## src/common/addsub_pkg.sv

```systemverilog
// Widths, operation codes, credit constants and prefix tree sizes for the add/subtract unit
`default_nettype none

package addsub_pkg;

	// Operand and result width
	localparam int data_width = 20;

	typedef logic [data_width-1:0] operand_t;

	// Operation codes carried through the queue
	typedef enum logic [1:0] {
		OP_ADD,
		OP_SUB,
		OP_MAX,
		OP_MIN
	} op_t;

	// Queue entries, also the upstream credits after reset
	localparam int queue_depth = 4;

	// Read and write pointer width of the queue
	localparam int ptr_width = $clog2(queue_depth);

	// Downstream credits after reset
	localparam int out_credits = 4;

	// Counts 0 to 4 for both credit counters
	typedef logic [2:0] credit_cnt_t;

	// Bit pairs at the first level of the Ling tree
	localparam int ling_pairs = data_width / 2;

	// Doubling levels until every odd position reaches bit 0
	localparam int ling_levels = $clog2(data_width);

endpackage

`default_nettype wire

```

## src/ling_adder/ling_prefix_tree.sv

```systemverilog
// Reduced-cell Ling prefix tree with pseudo-carries, carries and sum post-computation
`timescale 1ns/1ps
`default_nettype none

module ling_prefix_tree (
	input  wire [addsub_pkg::data_width:0] p,
	input  wire [addsub_pkg::data_width:0] g,
	output addsub_pkg::operand_t           sum,
	output logic                           cout
);

	// Reduced grey cell, lowest pair only
	function automatic logic rgry(input logic g_hi, input logic g_lo);
		return g_hi | g_lo;
	endfunction

	// Reduced black cell, returns {h, i}
	function automatic logic [1:0] rblk(input logic [1:0] gin, input logic [1:0] pin);
		return {gin[1] | gin[0], pin[1] & pin[0]};
	endfunction

	// Black cell, returns {h, i}
	function automatic logic [1:0] black(input logic [1:0] hin, input logic [1:0] iin);
		return {hin[1] | (iin[1] & hin[0]), iin[1] & iin[0]};
	endfunction

	// Grey cell, group ends at bit 0
	function automatic logic grey(input logic [1:0] hin, input logic iin);
		return hin[1] | (iin & hin[0]);
	endfunction

	// Entry k of each level belongs to odd bit position 2k+1
	wire [addsub_pkg::ling_pairs-1:0] h_lvl [1:addsub_pkg::ling_levels];
	wire [addsub_pkg::ling_pairs-1:0] i_lvl [1:addsub_pkg::ling_levels];

	// Final pseudo-carries and true carries
	wire [addsub_pkg::data_width:1] h;
	wire [addsub_pkg::data_width:1] c;

	genvar k;
	genvar lv;

	generate
		// Span-1 pairs
		for (k = 0; k < addsub_pkg::ling_pairs; k++) begin : g_lvl1
			if (k == 0) begin : g_rgry
				assign h_lvl[1][k] = rgry(g[1], g[0]);
				assign i_lvl[1][k] = 1'b0;
			end else begin : g_rblk
				assign {h_lvl[1][k], i_lvl[1][k]} =
					rblk({g[2*k+1], g[2*k]}, {p[2*k], p[2*k-1]});
			end
		end

		// Doubling spans up to 16
		for (lv = 2; lv <= addsub_pkg::ling_levels; lv++) begin : g_lvl
			for (k = 0; k < addsub_pkg::ling_pairs; k++) begin : g_pos
				if (k < (1 << (lv - 2))) begin : g_pass
					// Already reaches bit 0
					assign h_lvl[lv][k] = h_lvl[lv-1][k];
					assign i_lvl[lv][k] = i_lvl[lv-1][k];
				end else if (k < (2 << (lv - 2))) begin : g_grey
					assign h_lvl[lv][k] = grey(
						{h_lvl[lv-1][k], h_lvl[lv-1][k-(1 << (lv - 2))]},
						i_lvl[lv-1][k]);
					assign i_lvl[lv][k] = 1'b0;
				end else begin : g_black
					assign {h_lvl[lv][k], i_lvl[lv][k]} = black(
						{h_lvl[lv-1][k], h_lvl[lv-1][k-(1 << (lv - 2))]},
						{i_lvl[lv-1][k], i_lvl[lv-1][k-(1 << (lv - 2))]});
				end
			end
		end

		// Odd positions straight from the last level
		for (k = 0; k < addsub_pkg::ling_pairs; k++) begin : g_odd
			assign h[2*k+1] = h_lvl[addsub_pkg::ling_levels][k];
		end

		// Extra grey stage fills in the even positions
		for (k = 1; k < addsub_pkg::ling_pairs; k++) begin : g_even
			assign h[2*k] = grey({g[2*k], h_lvl[addsub_pkg::ling_levels][k-1]}, p[2*k-1]);
		end

		// True carry is propagate AND pseudo-carry
		for (k = 1; k < addsub_pkg::data_width; k++) begin : g_carry
			assign c[k+1] = p[k] & h[k];
		end
	endgenerate

	// Carry into bit 0 is the carry-in itself
	assign c[1] = g[0];

	// Top pseudo-carry for the carry-out
	assign h[addsub_pkg::data_width] = g[addsub_pkg::data_width] | c[addsub_pkg::data_width];

	// Ling post-computation
	assign sum = (p[addsub_pkg::data_width:1] ^ h) | (g[addsub_pkg::data_width:1] & c);
	assign cout = p[addsub_pkg::data_width] & h[addsub_pkg::data_width];

endmodule

`default_nettype wire

```

## src/ling_adder/ling_adder.sv

```systemverilog
// Ling adder with optional b inversion, carry-in and registered result stage
`timescale 1ns/1ps
`default_nettype none

module ling_adder #(
	parameter bit subtract = 1'b0
) (
	input  wire                       clk,
	input  wire                       rst_n,
	input  wire                       in_valid,
	input  wire addsub_pkg::operand_t a,
	input  wire addsub_pkg::operand_t b,
	output logic                      sum_valid,
	output addsub_pkg::operand_t      sum,
	output logic                      cout
);

	addsub_pkg::operand_t b_eff;
	logic [addsub_pkg::data_width:0] p;
	logic [addsub_pkg::data_width:0] g;
	addsub_pkg::operand_t tree_sum;
	logic tree_cout;

	// a + ~b + 1 when subtracting
	assign b_eff = subtract ? ~b : b;

	// Pre-computation, carry-in sits in the lowest generate bit
	assign p = {a | b_eff, 1'b1};
	assign g = {a & b_eff, subtract};

	ling_prefix_tree u_tree (
		.p    (p),
		.g    (g),
		.sum  (tree_sum),
		.cout (tree_cout)
	);

	always_ff @(posedge clk) begin
		if (!rst_n) begin
			sum_valid <= 1'b0;
		end else begin
			sum_valid <= in_valid;
		end
	end

	// Result captured only for issued operations
	always_ff @(posedge clk) begin
		if (in_valid) begin
			sum <= tree_sum;
			cout <= tree_cout;
		end
	end

	a_valid_known: assert property (@(posedge clk) disable iff (!rst_n)
		!$isunknown(sum_valid));

endmodule

`default_nettype wire

```

## src/design/operand_queue.sv

```systemverilog
// Credit-controlled operand FIFO with upstream credit return and downstream issue
`timescale 1ns/1ps
`default_nettype none

module operand_queue (
	input  wire                       clk,
	input  wire                       rst_n,
	input  wire                       in_valid,
	input  wire addsub_pkg::op_t      in_op,
	input  wire addsub_pkg::operand_t in_a,
	input  wire addsub_pkg::operand_t in_b,
	output logic                      in_credit,
	input  wire                       issue_ok,
	output logic                      iss_valid,
	output addsub_pkg::op_t           iss_op,
	output addsub_pkg::operand_t      iss_a,
	output addsub_pkg::operand_t      iss_b
);

	addsub_pkg::op_t op_mem [addsub_pkg::queue_depth];
	addsub_pkg::operand_t a_mem [addsub_pkg::queue_depth];
	addsub_pkg::operand_t b_mem [addsub_pkg::queue_depth];

	logic [addsub_pkg::ptr_width-1:0] wr_ptr;
	logic [addsub_pkg::ptr_width-1:0] rd_ptr;
	addsub_pkg::credit_cnt_t count;
	logic issue;

	// Head leaves when present and downstream has room
	assign issue = (count != '0) && issue_ok;

	assign iss_valid = issue;
	assign iss_op = op_mem[rd_ptr];
	assign iss_a = a_mem[rd_ptr];
	assign iss_b = b_mem[rd_ptr];

	// Freed slot goes back to upstream at once
	assign in_credit = issue;

	always_ff @(posedge clk) begin
		if (in_valid) begin
			op_mem[wr_ptr] <= in_op;
			a_mem[wr_ptr] <= in_a;
			b_mem[wr_ptr] <= in_b;
		end
	end

	// Pointers wrap naturally, depth is a power of two
	always_ff @(posedge clk) begin
		if (!rst_n) begin
			wr_ptr <= '0;
			rd_ptr <= '0;
			count <= '0;
		end else begin
			if (in_valid) begin
				wr_ptr <= wr_ptr + 1'b1;
			end
			if (issue) begin
				rd_ptr <= rd_ptr + 1'b1;
			end
			case ({in_valid, issue})
				2'b10: count <= count + 1'b1;
				2'b01: count <= count - 1'b1;
				default: count <= count;
			endcase
		end
	end

	// Sending into a full queue means upstream overdrew its credits
	a_no_overflow: assert property (@(posedge clk) disable iff (!rst_n)
		in_valid |-> (count != addsub_pkg::queue_depth));

endmodule

`default_nettype wire

```

## src/design/result_combiner.sv

```systemverilog
// Result selection, carry and zero flags, output register and downstream credit counter
`timescale 1ns/1ps
`default_nettype none

module result_combiner (
	input  wire                       clk,
	input  wire                       rst_n,
	input  wire                       iss_valid,
	input  wire addsub_pkg::op_t      iss_op,
	input  wire addsub_pkg::operand_t iss_a,
	input  wire addsub_pkg::operand_t iss_b,
	input  wire                       add_valid,
	input  wire addsub_pkg::operand_t add_sum,
	input  wire                       add_cout,
	input  wire                       sub_valid,
	input  wire addsub_pkg::operand_t sub_sum,
	input  wire                       sub_cout,
	input  wire                       out_credit,
	output logic                      issue_ok,
	output logic                      out_valid,
	output addsub_pkg::operand_t      out_result,
	output logic                      out_carry,
	output logic                      out_zero
);

	addsub_pkg::op_t op_q;
	addsub_pkg::operand_t a_q;
	addsub_pkg::operand_t b_q;
	addsub_pkg::credit_cnt_t credit_cnt;
	addsub_pkg::operand_t result;
	logic carry;

	assign issue_ok = (credit_cnt != '0);

	// Travels alongside the adder stage
	always_ff @(posedge clk) begin
		if (iss_valid) begin
			op_q <= iss_op;
			a_q <= iss_a;
			b_q <= iss_b;
		end
	end

	// sub_cout set means a >= b
	always_comb begin
		result = add_sum;
		carry = add_cout;
		case (op_q)
			addsub_pkg::OP_ADD: begin
				result = add_sum;
				carry = add_cout;
			end
			addsub_pkg::OP_SUB: begin
				result = sub_sum;
				carry = sub_cout;
			end
			addsub_pkg::OP_MAX: begin
				result = sub_cout ? a_q : b_q;
				carry = sub_cout;
			end
			addsub_pkg::OP_MIN: begin
				result = sub_cout ? b_q : a_q;
				carry = sub_cout;
			end
			default: begin
				result = add_sum;
				carry = add_cout;
			end
		endcase
	end

	always_ff @(posedge clk) begin
		if (!rst_n) begin
			out_valid <= 1'b0;
		end else begin
			out_valid <= add_valid;
		end
	end

	always_ff @(posedge clk) begin
		if (add_valid) begin
			out_result <= result;
			out_carry <= carry;
			out_zero <= (result == '0);
		end
	end

	// One credit per issue, one back per out_credit pulse
	always_ff @(posedge clk) begin
		if (!rst_n) begin
			credit_cnt <= addsub_pkg::credit_cnt_t'(addsub_pkg::out_credits);
		end else begin
			case ({iss_valid, out_credit})
				2'b10: credit_cnt <= credit_cnt - 1'b1;
				2'b01: credit_cnt <= credit_cnt + 1'b1;
				default: credit_cnt <= credit_cnt;
			endcase
		end
	end

	a_adders_aligned: assert property (@(posedge clk) disable iff (!rst_n)
		add_valid == sub_valid);

	// Downstream returned more than it was granted
	a_credit_bound: assert property (@(posedge clk) disable iff (!rst_n)
		credit_cnt <= addsub_pkg::out_credits);

endmodule

`default_nettype wire

```

## src/design/addsub_unit.sv

```systemverilog
// Top level of the add/subtract/compare unit with queue, two Ling adders and combiner
`timescale 1ns/1ps
`default_nettype none

module addsub_unit (
	input  wire                       clk,
	input  wire                       rst_n,
	input  wire                       in_valid,
	input  wire addsub_pkg::op_t      in_op,
	input  wire addsub_pkg::operand_t in_a,
	input  wire addsub_pkg::operand_t in_b,
	output logic                      in_credit,
	output logic                      out_valid,
	output addsub_pkg::operand_t      out_result,
	output logic                      out_carry,
	output logic                      out_zero,
	input  wire                       out_credit
);

	logic iss_valid;
	addsub_pkg::op_t iss_op;
	addsub_pkg::operand_t iss_a;
	addsub_pkg::operand_t iss_b;
	logic issue_ok;

	logic add_valid;
	addsub_pkg::operand_t add_sum;
	logic add_cout;
	logic sub_valid;
	addsub_pkg::operand_t sub_sum;
	logic sub_cout;

	operand_queue u_queue (
		.clk       (clk),
		.rst_n     (rst_n),
		.in_valid  (in_valid),
		.in_op     (in_op),
		.in_a      (in_a),
		.in_b      (in_b),
		.in_credit (in_credit),
		.issue_ok  (issue_ok),
		.iss_valid (iss_valid),
		.iss_op    (iss_op),
		.iss_a     (iss_a),
		.iss_b     (iss_b)
	);

	// a + b
	ling_adder #(.subtract(1'b0)) u_add (
		.clk       (clk),
		.rst_n     (rst_n),
		.in_valid  (iss_valid),
		.a         (iss_a),
		.b         (iss_b),
		.sum_valid (add_valid),
		.sum       (add_sum),
		.cout      (add_cout)
	);

	// a + ~b + 1, also the compare for MAX and MIN
	ling_adder #(.subtract(1'b1)) u_sub (
		.clk       (clk),
		.rst_n     (rst_n),
		.in_valid  (iss_valid),
		.a         (iss_a),
		.b         (iss_b),
		.sum_valid (sub_valid),
		.sum       (sub_sum),
		.cout      (sub_cout)
	);

	result_combiner u_comb (
		.clk        (clk),
		.rst_n      (rst_n),
		.iss_valid  (iss_valid),
		.iss_op     (iss_op),
		.iss_a      (iss_a),
		.iss_b      (iss_b),
		.add_valid  (add_valid),
		.add_sum    (add_sum),
		.add_cout   (add_cout),
		.sub_valid  (sub_valid),
		.sub_sum    (sub_sum),
		.sub_cout   (sub_cout),
		.out_credit (out_credit),
		.issue_ok   (issue_ok),
		.out_valid  (out_valid),
		.out_result (out_result),
		.out_carry  (out_carry),
		.out_zero   (out_zero)
	);

endmodule

`default_nettype wire

```

## config.mk

```make
export PLATFORM = sky130hd
export DESIGN_NAME = addsub_unit
export DESIGN_NICKNAME = d
export VERILOG_FILES = /design/src/common/addsub_pkg.sv /design/src/ling_adder/ling_prefix_tree.sv /design/src/ling_adder/ling_adder.sv /design/src/design/operand_queue.sv /design/src/design/result_combiner.sv /design/src/design/addsub_unit.sv
export SDC_FILE = /design/constraint.sdc
export NUM_CORES = 1
export LEC_CHECK = 0
export ABC_AREA = 1
export BUFFER_PORTS_ARGS = -buffer_cell sky130_fd_sc_hd__buf_2
export CELL_PAD_IN_SITES_DETAIL_PLACEMENT = 1
export CELL_PAD_IN_SITES_GLOBAL_PLACEMENT = 1
export CORE_UTILIZATION = 49
export DETAILED_ROUTE_END_ITERATION = 7
export GPL_TIMING_DRIVEN = 0
export PLACE_DENSITY_LB_ADDON = 0.1
export SYNTH_ARGS = -nofsm -noshare
export SYNTH_HDL_FRONTEND = slang
export SYNTH_SLANG_ARGS = --single-unit
```

## constraint.sdc

```tcl
create_clock -name clk -period 5.2 [get_ports clk]
set_clock_uncertainty 0.2 [all_clocks]
set_input_delay 0.26 -clock clk [delete_from_list [all_inputs] [get_ports clk]]
set_output_delay 0.26 -clock clk [all_outputs]
set_load 0.02 [all_outputs]
```

==> results of run 1 <==
[area by class of cell]
type	count	area share, %
buffer	43	1.59
clock buffer	44	5.69
clock inverter	13	0.436
inverter	155	3.71
multi-input combinational	806	26.3
sequential	287	53.8
tap	341	2.71
timing repair buffer	119	5.76
[registers in the layout, summed over array words and instances, names as in the netlist, named ones only]
register,flops
u_queue.count,3
u_comb.a_q,20
u_queue.wr_ptr,2
u_comb.out_carry,1
u_comb.credit_cnt,3
u_add.cout,1
u_comb.op_q,2
u_comb.out_zero,1
u_queue.rd_ptr,2
u_comb.out_valid,1
u_queue.op_mem,8
u_sub.cout,1
u_queue.a_mem,80
u_add.sum,20
u_add.sum_valid,1
u_comb.b_q,20
u_sub.sum,19
u_queue.b_mem,80
u_comb.out_result,20
[cell usage after synthesis, drive strengths merged]
cell / number / area share, %
a21o: 2 / 0.11
nand2: 426 / 12
a21oi: 50 / 1.9
o21bai: 12 / 0.67
ha: 28 / 2.6
o22ai: 7 / 0.33
o211ai: 8 / 0.45
o21ai: 69 / 2.6
buf: 31 / 1.5
inv: 155 / 4.3
nand3: 103 / 3.9
edfxtp: 273 / 61
nor3b: 1 / 0.056
fa: 22 / 3.3
clkbuf: 12 / 0.33
nor2: 48 / 1.4
or2: 11 / 0.51
a31o: 8 / 0.52
and2: 2 / 0.093
a32oi: 4 / 0.26
nand3b: 1 / 0.056
dfxtp: 14 / 2.1
o221ai: 1 / 0.065
o21a: 1 / 0.056
nand4: 2 / 0.093
[through the flow]
| stage | hold slack (ps) | cell area, um^2 | util (%) |
|---|---|---|---|
| global route | 262 | 15800 | 58.5 |
| detailed placement | 247 | 14300 | 53.2 |
| global placement | 237 | 14200 | 52.8 |
| floorplan | 159 | 13500 | - |
| CTS | 230 | 15800 | 58.5 |
| finish | 251 | 15800 | 58.5 |
[per-layer routing]
| layer | wire [um] | share of wire, % | vias up | track usage [%] |
|---|---|---|---|---|
| li1 | - | - | 4634 | - |
| met4 | 1220 | 3.5 | 0 | 9.25 |
| met3 | 1260 | 3.6 | 78 | 2.89 |
| met1 | 15700 | 45 | 4665 | 34.1 |
| met5 | 0 | 0 | - | 0 |
| met2 | 17000 | 48 | 225 | 45.1 |
[cells by family after synthesis]
group           Yosys count  synth area share, %
fa+ha+maj                50                 5.87
flops                   287                 63.0
simple gates            594                 18.1
buf+inv                 198                 6.19
compound gates          162                 6.88
[power breakdown]
group / leakage (nW) / switching (W) / total [W] / internal (W)
logic: 3.51 / 0.00376 / 0.00552 / 0.00176
registers: 2.67 / 0.000231 / 0.00377 / 0.00354
clock network: 0.472 / 0.000878 / 0.00207 / 0.00119
total: 6.66 / 0.00487 / 0.0114 / 0.00650
[path summary, 6_finish.rpt]
check / to / slack [ps] / depth (start not counted)
worst max-delay path: u_sub.sum[16] / 880 / 16
worst min-delay path: u_queue.count[0] / 250 / 1
worst max register to register: u_sub.sum[16] / 880 / 16
worst min register to register: u_queue.count[0] / 250 / 1
[layout by cell type (no fill, tap or decap), types with 5 or more instances in the layout]
cell / instances
nand3_1: 102
clkbuf_1: 20
edfxtp_1: 273
dlygate4sd3_1: 46
nand2_1: 417
o21ai_1: 5
buf_2: 89
o21ai_0: 64
a21oi_1: 50
dfxtp_1: 14
buf_6: 7
clkbuf_16: 33
inv_1: 123
fa_1: 22
or2_2: 10
o21bai_1: 12
o22ai_1: 7
clkinv_2: 6
inv_2: 31
nand2_2: 9
ha_1: 28
a31o_2: 8
nor2_1: 45
o211ai_1: 8
==> summary.txt, run 1 <==
Worst setup path
  – Worst Path Class, Setup: register to register
  – CP max stage delay: approximately 690 ps
  – Critical-path maximum fanout: 10
  – Crit-path cells: inv_2, buf_2, buf_2, nand2_1, a32oi_1, ha_1, inv_1, o21ai_1, nand3_1, nand2_1, nand2_1, nand3_1, nand2_1, ha_1, fa_1, a31o_2
  – Required @ worst endpoint: about 5300 ps
  – Critical Path AT: 4430 ps
  – Most frequent CP cell: nand2_1
  – Slowest CP cell: a32oi_1
  – Setup crit start kind: register
  – Critical path endpoint category: register
  – Bufs and invs on worst path: 4
  – Family with the most delay on the worst path: compound AO/OA/AOI/OAI gates

Timing
  – Final worst slack: just under 900 ps
  – Final period util: ~83%
  – Slew @ Worst Pin: slightly below 900 ps
  – Rel. slew slack: approximately two fifths
  – Fin Setup TNS: 0 ps
  – Fin crit period: around 4300 ps
  – RSZ-0062 raised after global routing: no
  – Final setup vio count: 0
  – Fin. max-slew vios: 0
  – Hold Vio Cnt, Final: 0
  – Max Clk Rate: 0.231 GHz

Final layout
  – Multi-input logic area: roughly 0.0042 mm^2
  – Reg area: 0.00848 mm^2
  – Share of cells above drive strength 1: between 10% and 20%
  – Nets: around 1500
  – Syn-to-layout area delta: 17.1%
  – Fillcell total: slightly below 3000
  – Non-filler instance count after layout: ~1800
  – Inserted Diodes: 0

CTS
  – CTS H-tree lvls: 1
  – CTS max path bufs: 3
  – CTS Hold Buffers Added: 46
  – Worst-path clk slew: around 70 ps
  – Setup Fix Bufs, Post-CTS: 0
  – Resize count post-CTS: 0
  – TritonCTS clock tree: yes
  – Worst-skew pair later-pin latency: roughly 550 ps
  – Num Clock Sinks: between 200 and 300
  – Num CTS Buffers: 31
  – Clk root buf: clkbuf_16

Power
  – Leakage Power: 6.66 nW
  – Tot Pwr: ~0.011 W
  – Peak supply drop: ~0.34 mV
  – Pwr/cell area: 721 mW/mm^2

Routing
  – Post-DR wirelength/cell: 19.5 um
  – Via/cell ratio: 5.31
  – Initial DRC count: around 480
  – Routed via count: approximately 9600
  – Routed Antenna Nets: 0
  – First-pass DRT Iterations: 5
  – Final WL: 35.2 mm
  – Residual DRC: 0

Synth
  – Syn nets: 1387
  – Sequential fraction of the synthesis area: about 63%
  – Mean post-synth cell area: about 10 um^2
  – Synthesized cell area: between 0.01 and 0.015 mm^2
  – Seq cells post-synth: between 200 and 300
  – Post-Syn Instances: 1291
  – Synth Warn #: 0
  – Synth cell types: 33

Placement
  – Port Buffers: approximately 70
  – Pre-CTS setup slack: approximately 930 ps
  – Gpl congestion: slightly above 0.8
  – Final HPWL DP: ~25 mm
  – Placed Cells: between 1500 and 2000

Global routing
  – Overall Global Routing Usage: around a quarter
  – Global route overflow: 0
  – Vias in the first global route: 10400
  – Largest net degree at the start of global routing: a little over 80
  – Initial antenna violation count: 0
  – First-pass GRT wire length: 56.0 mm

Die
  – Initial core utilization: between 40% and 50%
  – Std cell rows: 60
  – Die Ht: around 170 um
  – Io pins: 70
  – Die width: 168 um
  – Core Area: 0.0270 mm^2
  – Die Area: between 0.02 and 0.03 mm^2

Outcome
  – Status: finished clean

Min path
  – Hold Crit Start: u_queue.count[0]
  – Worst min path class: register to register

Run
  – Total of max-cap violations: 0
No activity file was read; power rests on OpenSTA's default activity.
==> run 2: changes to the inputs <==
--- a/config.mk
+++ b/config.mk
@@ -9,7 +9,7 @@
 export BUFFER_PORTS_ARGS = -buffer_cell sky130_fd_sc_hd__buf_2
 export CELL_PAD_IN_SITES_DETAIL_PLACEMENT = 1
 export CELL_PAD_IN_SITES_GLOBAL_PLACEMENT = 1
-export CORE_UTILIZATION = 49
+export CORE_UTILIZATION = 44
 export DETAILED_ROUTE_END_ITERATION = 7
 export GPL_TIMING_DRIVEN = 0
 export PLACE_DENSITY_LB_ADDON = 0.1
==> constraint.sdc (replaced) <==
create_clock -name clk -period 3.9 [get_ports clk]
set_clock_uncertainty 0.2 [all_clocks]
set_input_delay 0.195 -clock clk [delete_from_list [all_inputs] [get_ports clk]]
set_output_delay 0.195 -clock clk [all_outputs]
set_load 0.02 [all_outputs]
==> run 2 against run 1 <==
Flip-flop and latch count unchanged. Maximum frequency increased by 19%. Sequential share of layout area is 0.22 points lower. Critical path depth down 1. Via count decreased by 0.67%. Combinational power is 35% higher. Non-clock buffer count stayed put. Wire length is 0.75% lower. Utilization decreased by 5.5 points. First-iteration DRC count grew 9.9%.
==> summary.txt, run 2 (synthesized netlist as in run 1, its figures left out) <==
Outcome
  – Status: finished clean (unchanged)

Power
  – Sw frac: 42.8% (about the same)
  – Clock power share: 17.9% (was 18.2%)
  – Sequential power share: 33.0% (was 33.2%)
  – Sw power: 0.00650 W (was 0.00487 W)
  – Comb pwr share: 49.1% (was 48.6%)
  – Tot Pwr: 0.0152 W (was 0.0114 W)
  – Pwr/cell area: 959 mW/mm^2 (was 721 mW/mm^2)
  – Peak supply drop: 0.414 mV (was 0.335 mV)
  – Leakage Power: 6.66 nW (about the same)
  – Internal power: 0.00869 W (was 0.00650 W)

Min path
  – WHS Endpoint: u_queue.b_mem[3][1] (was u_queue.count[0])
  – Worst min path class: input port to register (was register to register)
  – Hold depth: 2 (was 1)
  – Hold Crit Start: in_b[1] (was u_queue.count[0])

Run
  – Total of max-cap violations: 0 (unchanged)

Timing
  – Fin crit period: 3640 ps (was 4320 ps)
  – Hold Vio Cnt, Final: 0 (unchanged)
  – Final period util: 93.2% (was 83.2%)
  – Max Clk Rate: 0.275 GHz (was 0.231 GHz)
  – Fin. max-slew vios: 0 (unchanged)
  – Final worst slack: 264 ps (was 875 ps)
  – Rel. slew slack: 39.3% (was 41.4%)
  – RSZ-0062 raised after global routing: no (unchanged)
  – Slew @ Worst Pin: 910 ps (was 878 ps)
  – Final setup vio count: 0 (unchanged)

Final layout
  – Top Registers: u_queue.a_mem x80, u_queue.b_mem x80 (unchanged)
  – Nets: 1539 (unchanged)
  – Inserted Diodes: 0 (unchanged)
  – Fillcell total: 3262 (was 2907)
  – Multi-input logic area: 0.00419 mm^2 (was 0.00416 mm^2)
  – Syn-to-layout area delta: 17.6% (was 17.1%)
  – Commonest non-fill, non-tap cell in the layout: nand2_1 (unchanged)
  – Final Core Density: 53.0% (was 58.5%)
  – Share of cells above drive strength 1: 14.5% (about the same)
  – Reg area: 0.00848 mm^2 (about the same)
  – Commonest cells after routing, fill and taps aside: nand2_1, edfxtp_1, inv_1, nand3_1, buf_2 (unchanged)

Placement
  – Gpl congestion: 0.852 (was 0.829)
  – Port Buffers: 68 (unchanged)
  – Final HPWL DP: 25.4 mm (was 25.2 mm)
  – Pre-CTS setup slack: -349 ps (was 932 ps)

Routing
  – Post-DR wirelength/cell: 18.9 um (was 19.5 um)
  – Via/cell ratio: 5.15 (was 5.31)
  – Initial DRC count: 532 (was 484)
  – Routed via count: 9538 (was 9602)
  – Routed Antenna Nets: 0 (unchanged)
  – First-pass DRT Iterations: 7 (was 5)
  – Residual DRC: 0 (unchanged)
  – Final WL: 35.0 mm (was 35.2 mm)

Die
  – Initial core utilization: 45.1% (was 50.0%)
  – Die width: 177 um (was 168 um)
  – Core Area: 0.0299 mm^2 (was 0.0270 mm^2)
  – Die Ht: 177 um (was 168 um)
  – Std cell rows: 63 (was 60)
  – Io pins: 70 (unchanged)
  – Die Area: 0.0313 mm^2 (was 0.0282 mm^2)

CTS
  – CTS max path bufs: 3 (unchanged)
  – CTS H-tree lvls: 1 (unchanged)
  – TritonCTS clock tree: yes (unchanged)
  – Num Clock Sinks: 287 (unchanged)
  – Worst-path clk slew: 60 ps (was 70 ps)
  – Clk root buf: clkbuf_16 (unchanged)
  – Num CTS Buffers: 31 (unchanged)
  – Worst-skew pair later-pin latency: 550 ps (about the same)

Global routing
  – Global route overflow: 0 (unchanged)
  – Largest net degree at the start of global routing: 52 (was 81)
  – First-pass GRT wire length: 55.3 mm (was 56.0 mm)
  – Initial antenna violation count: 0 (unchanged)
  – Vias in the first global route: 9937 (was 10400)
  – Overall Global Routing Usage: 23.3% (was 26.0%)

Worst setup path
  – Most frequent CP cell: nand2_1 (unchanged)
  – Required @ worst endpoint: 3990 ps (was 5310 ps)
  – Reg2reg end: u_sub.sum[12] (was u_sub.sum[16])
  – Worst reg-to-reg path cell count: 15 (was 16)
  – Worst Path Class, Setup: register to register (unchanged)
  – Setup crit start kind: register (unchanged)
  – R2R Setup Slk: 260 ps (was 880 ps)
  – Slowest CP cell: a32oi_4 (was a32oi_1)
  – Critical path endpoint category: register (unchanged)
  – Critical Path AT: 3720 ps (was 4430 ps)
  – Critical-path maximum fanout: 17 (was 10)
  – CP max stage delay: 390 ps (was 690 ps)
  – Crit-path cells: clkinv_2, clkbuf_4, nand2_1, a32oi_4, ha_1, inv_1, o21ai_1, nand3_1, nand2_1, nand2_1, nand2_1, nand2_1, ha_1, fa_1, a31o_2 (was inv_2, buf_2, buf_2, nand2_1, a32oi_1, ha_1, inv_1, o21ai_1, nand3_1, nand2_1, nand2_1, nand3_1, nand2_1, ha_1, fa_1, a31o_2)
==> run 2: changes by cell type in the layout (fill, tap and decap cells not counted), sizes merged <==
cell      change
inv           -1
clkinv        +2
clkinvlp      -2
buf           -1
bufinv        +2
clkbuf        -4
==> run 2: worst max-delay path, delay by kind of cell (launching register included) <==
kind / cells / cell delay (ps)
compound gates: 3 / 780
fa+ha+maj: 3 / 790
buf+inv: 3 / 570
flops: 1 / 370
simple gates: 6 / 650
==> run 2: final cells by class <==
cell class	instances	area share, %
Clock buffer	39	5.09
Timing Repair Buffer	121	5.83
Sequential cell	287	53.5
Tap cell	390	3.08
Inverter	155	3.71
Clock inverter	14	0.734
Multi-Input combinational cell	806	26.5
Buffer	41	1.56
==> run 2: what timing repair did <==
action	4_1_cts	5_1_grt
setup endpoints to repair	30	14
gates cloned	0	0
hold endpoints to repair	199	0
hold buffers	46	0
buffers inserted	2	0
resized for setup	5	8
pin swaps	1	1
==> run 2: how the worst max path moves through the flow <==
stage	endpoint	from
finish	u_sub.sum[12]	register
CTS	u_add.sum[15]	register
detailed placement	u_add.sum[14]	register
floorplan	u_queue.count[2]	u_comb.credit_cnt[0]
global route	u_add.sum[15]	register
global placement	u_queue.count[2]	u_comb.credit_cnt[0]
==> run 2: power by group through the flow <==
stage | sequential [W] | clock, W | combinational (W)
floorplan | 0.00515 | 0 | 0.00456
global placement | 0.00513 | 0 | 0.00707
detailed placement | 0.00508 | 0 | 0.00733
CTS | 0.00502 | 0.00276 | 0.00749
global route | 0.00510 | 0.00286 | 0.00838
finish | 0.00502 | 0.00272 | 0.00745
==> run 2: metal layers <==
layer  share of wire [%]  global-route usage [%]
met2                  49                    40.3
met5                   0                       0
met4                 2.4                    5.96
met1                  45                    31.0
met3                 3.3                    2.64
==> run 2: per-stage QoR <==
stage | std cells | hold WS, ps | setup TNS, ps | instance area [um^2]
after floorplan | 1291 | 93.9 | 0 | 13500
after global placement | 1749 | 206 | -4080 | 14300
after detailed placement | 1754 | 211 | -4750 | 14400
after CTS | 1854 | 167 | 0 | 15800
after global routing | 1853 | 194 | 0 | 15800
final | 1853 | 195 | 0 | 15800
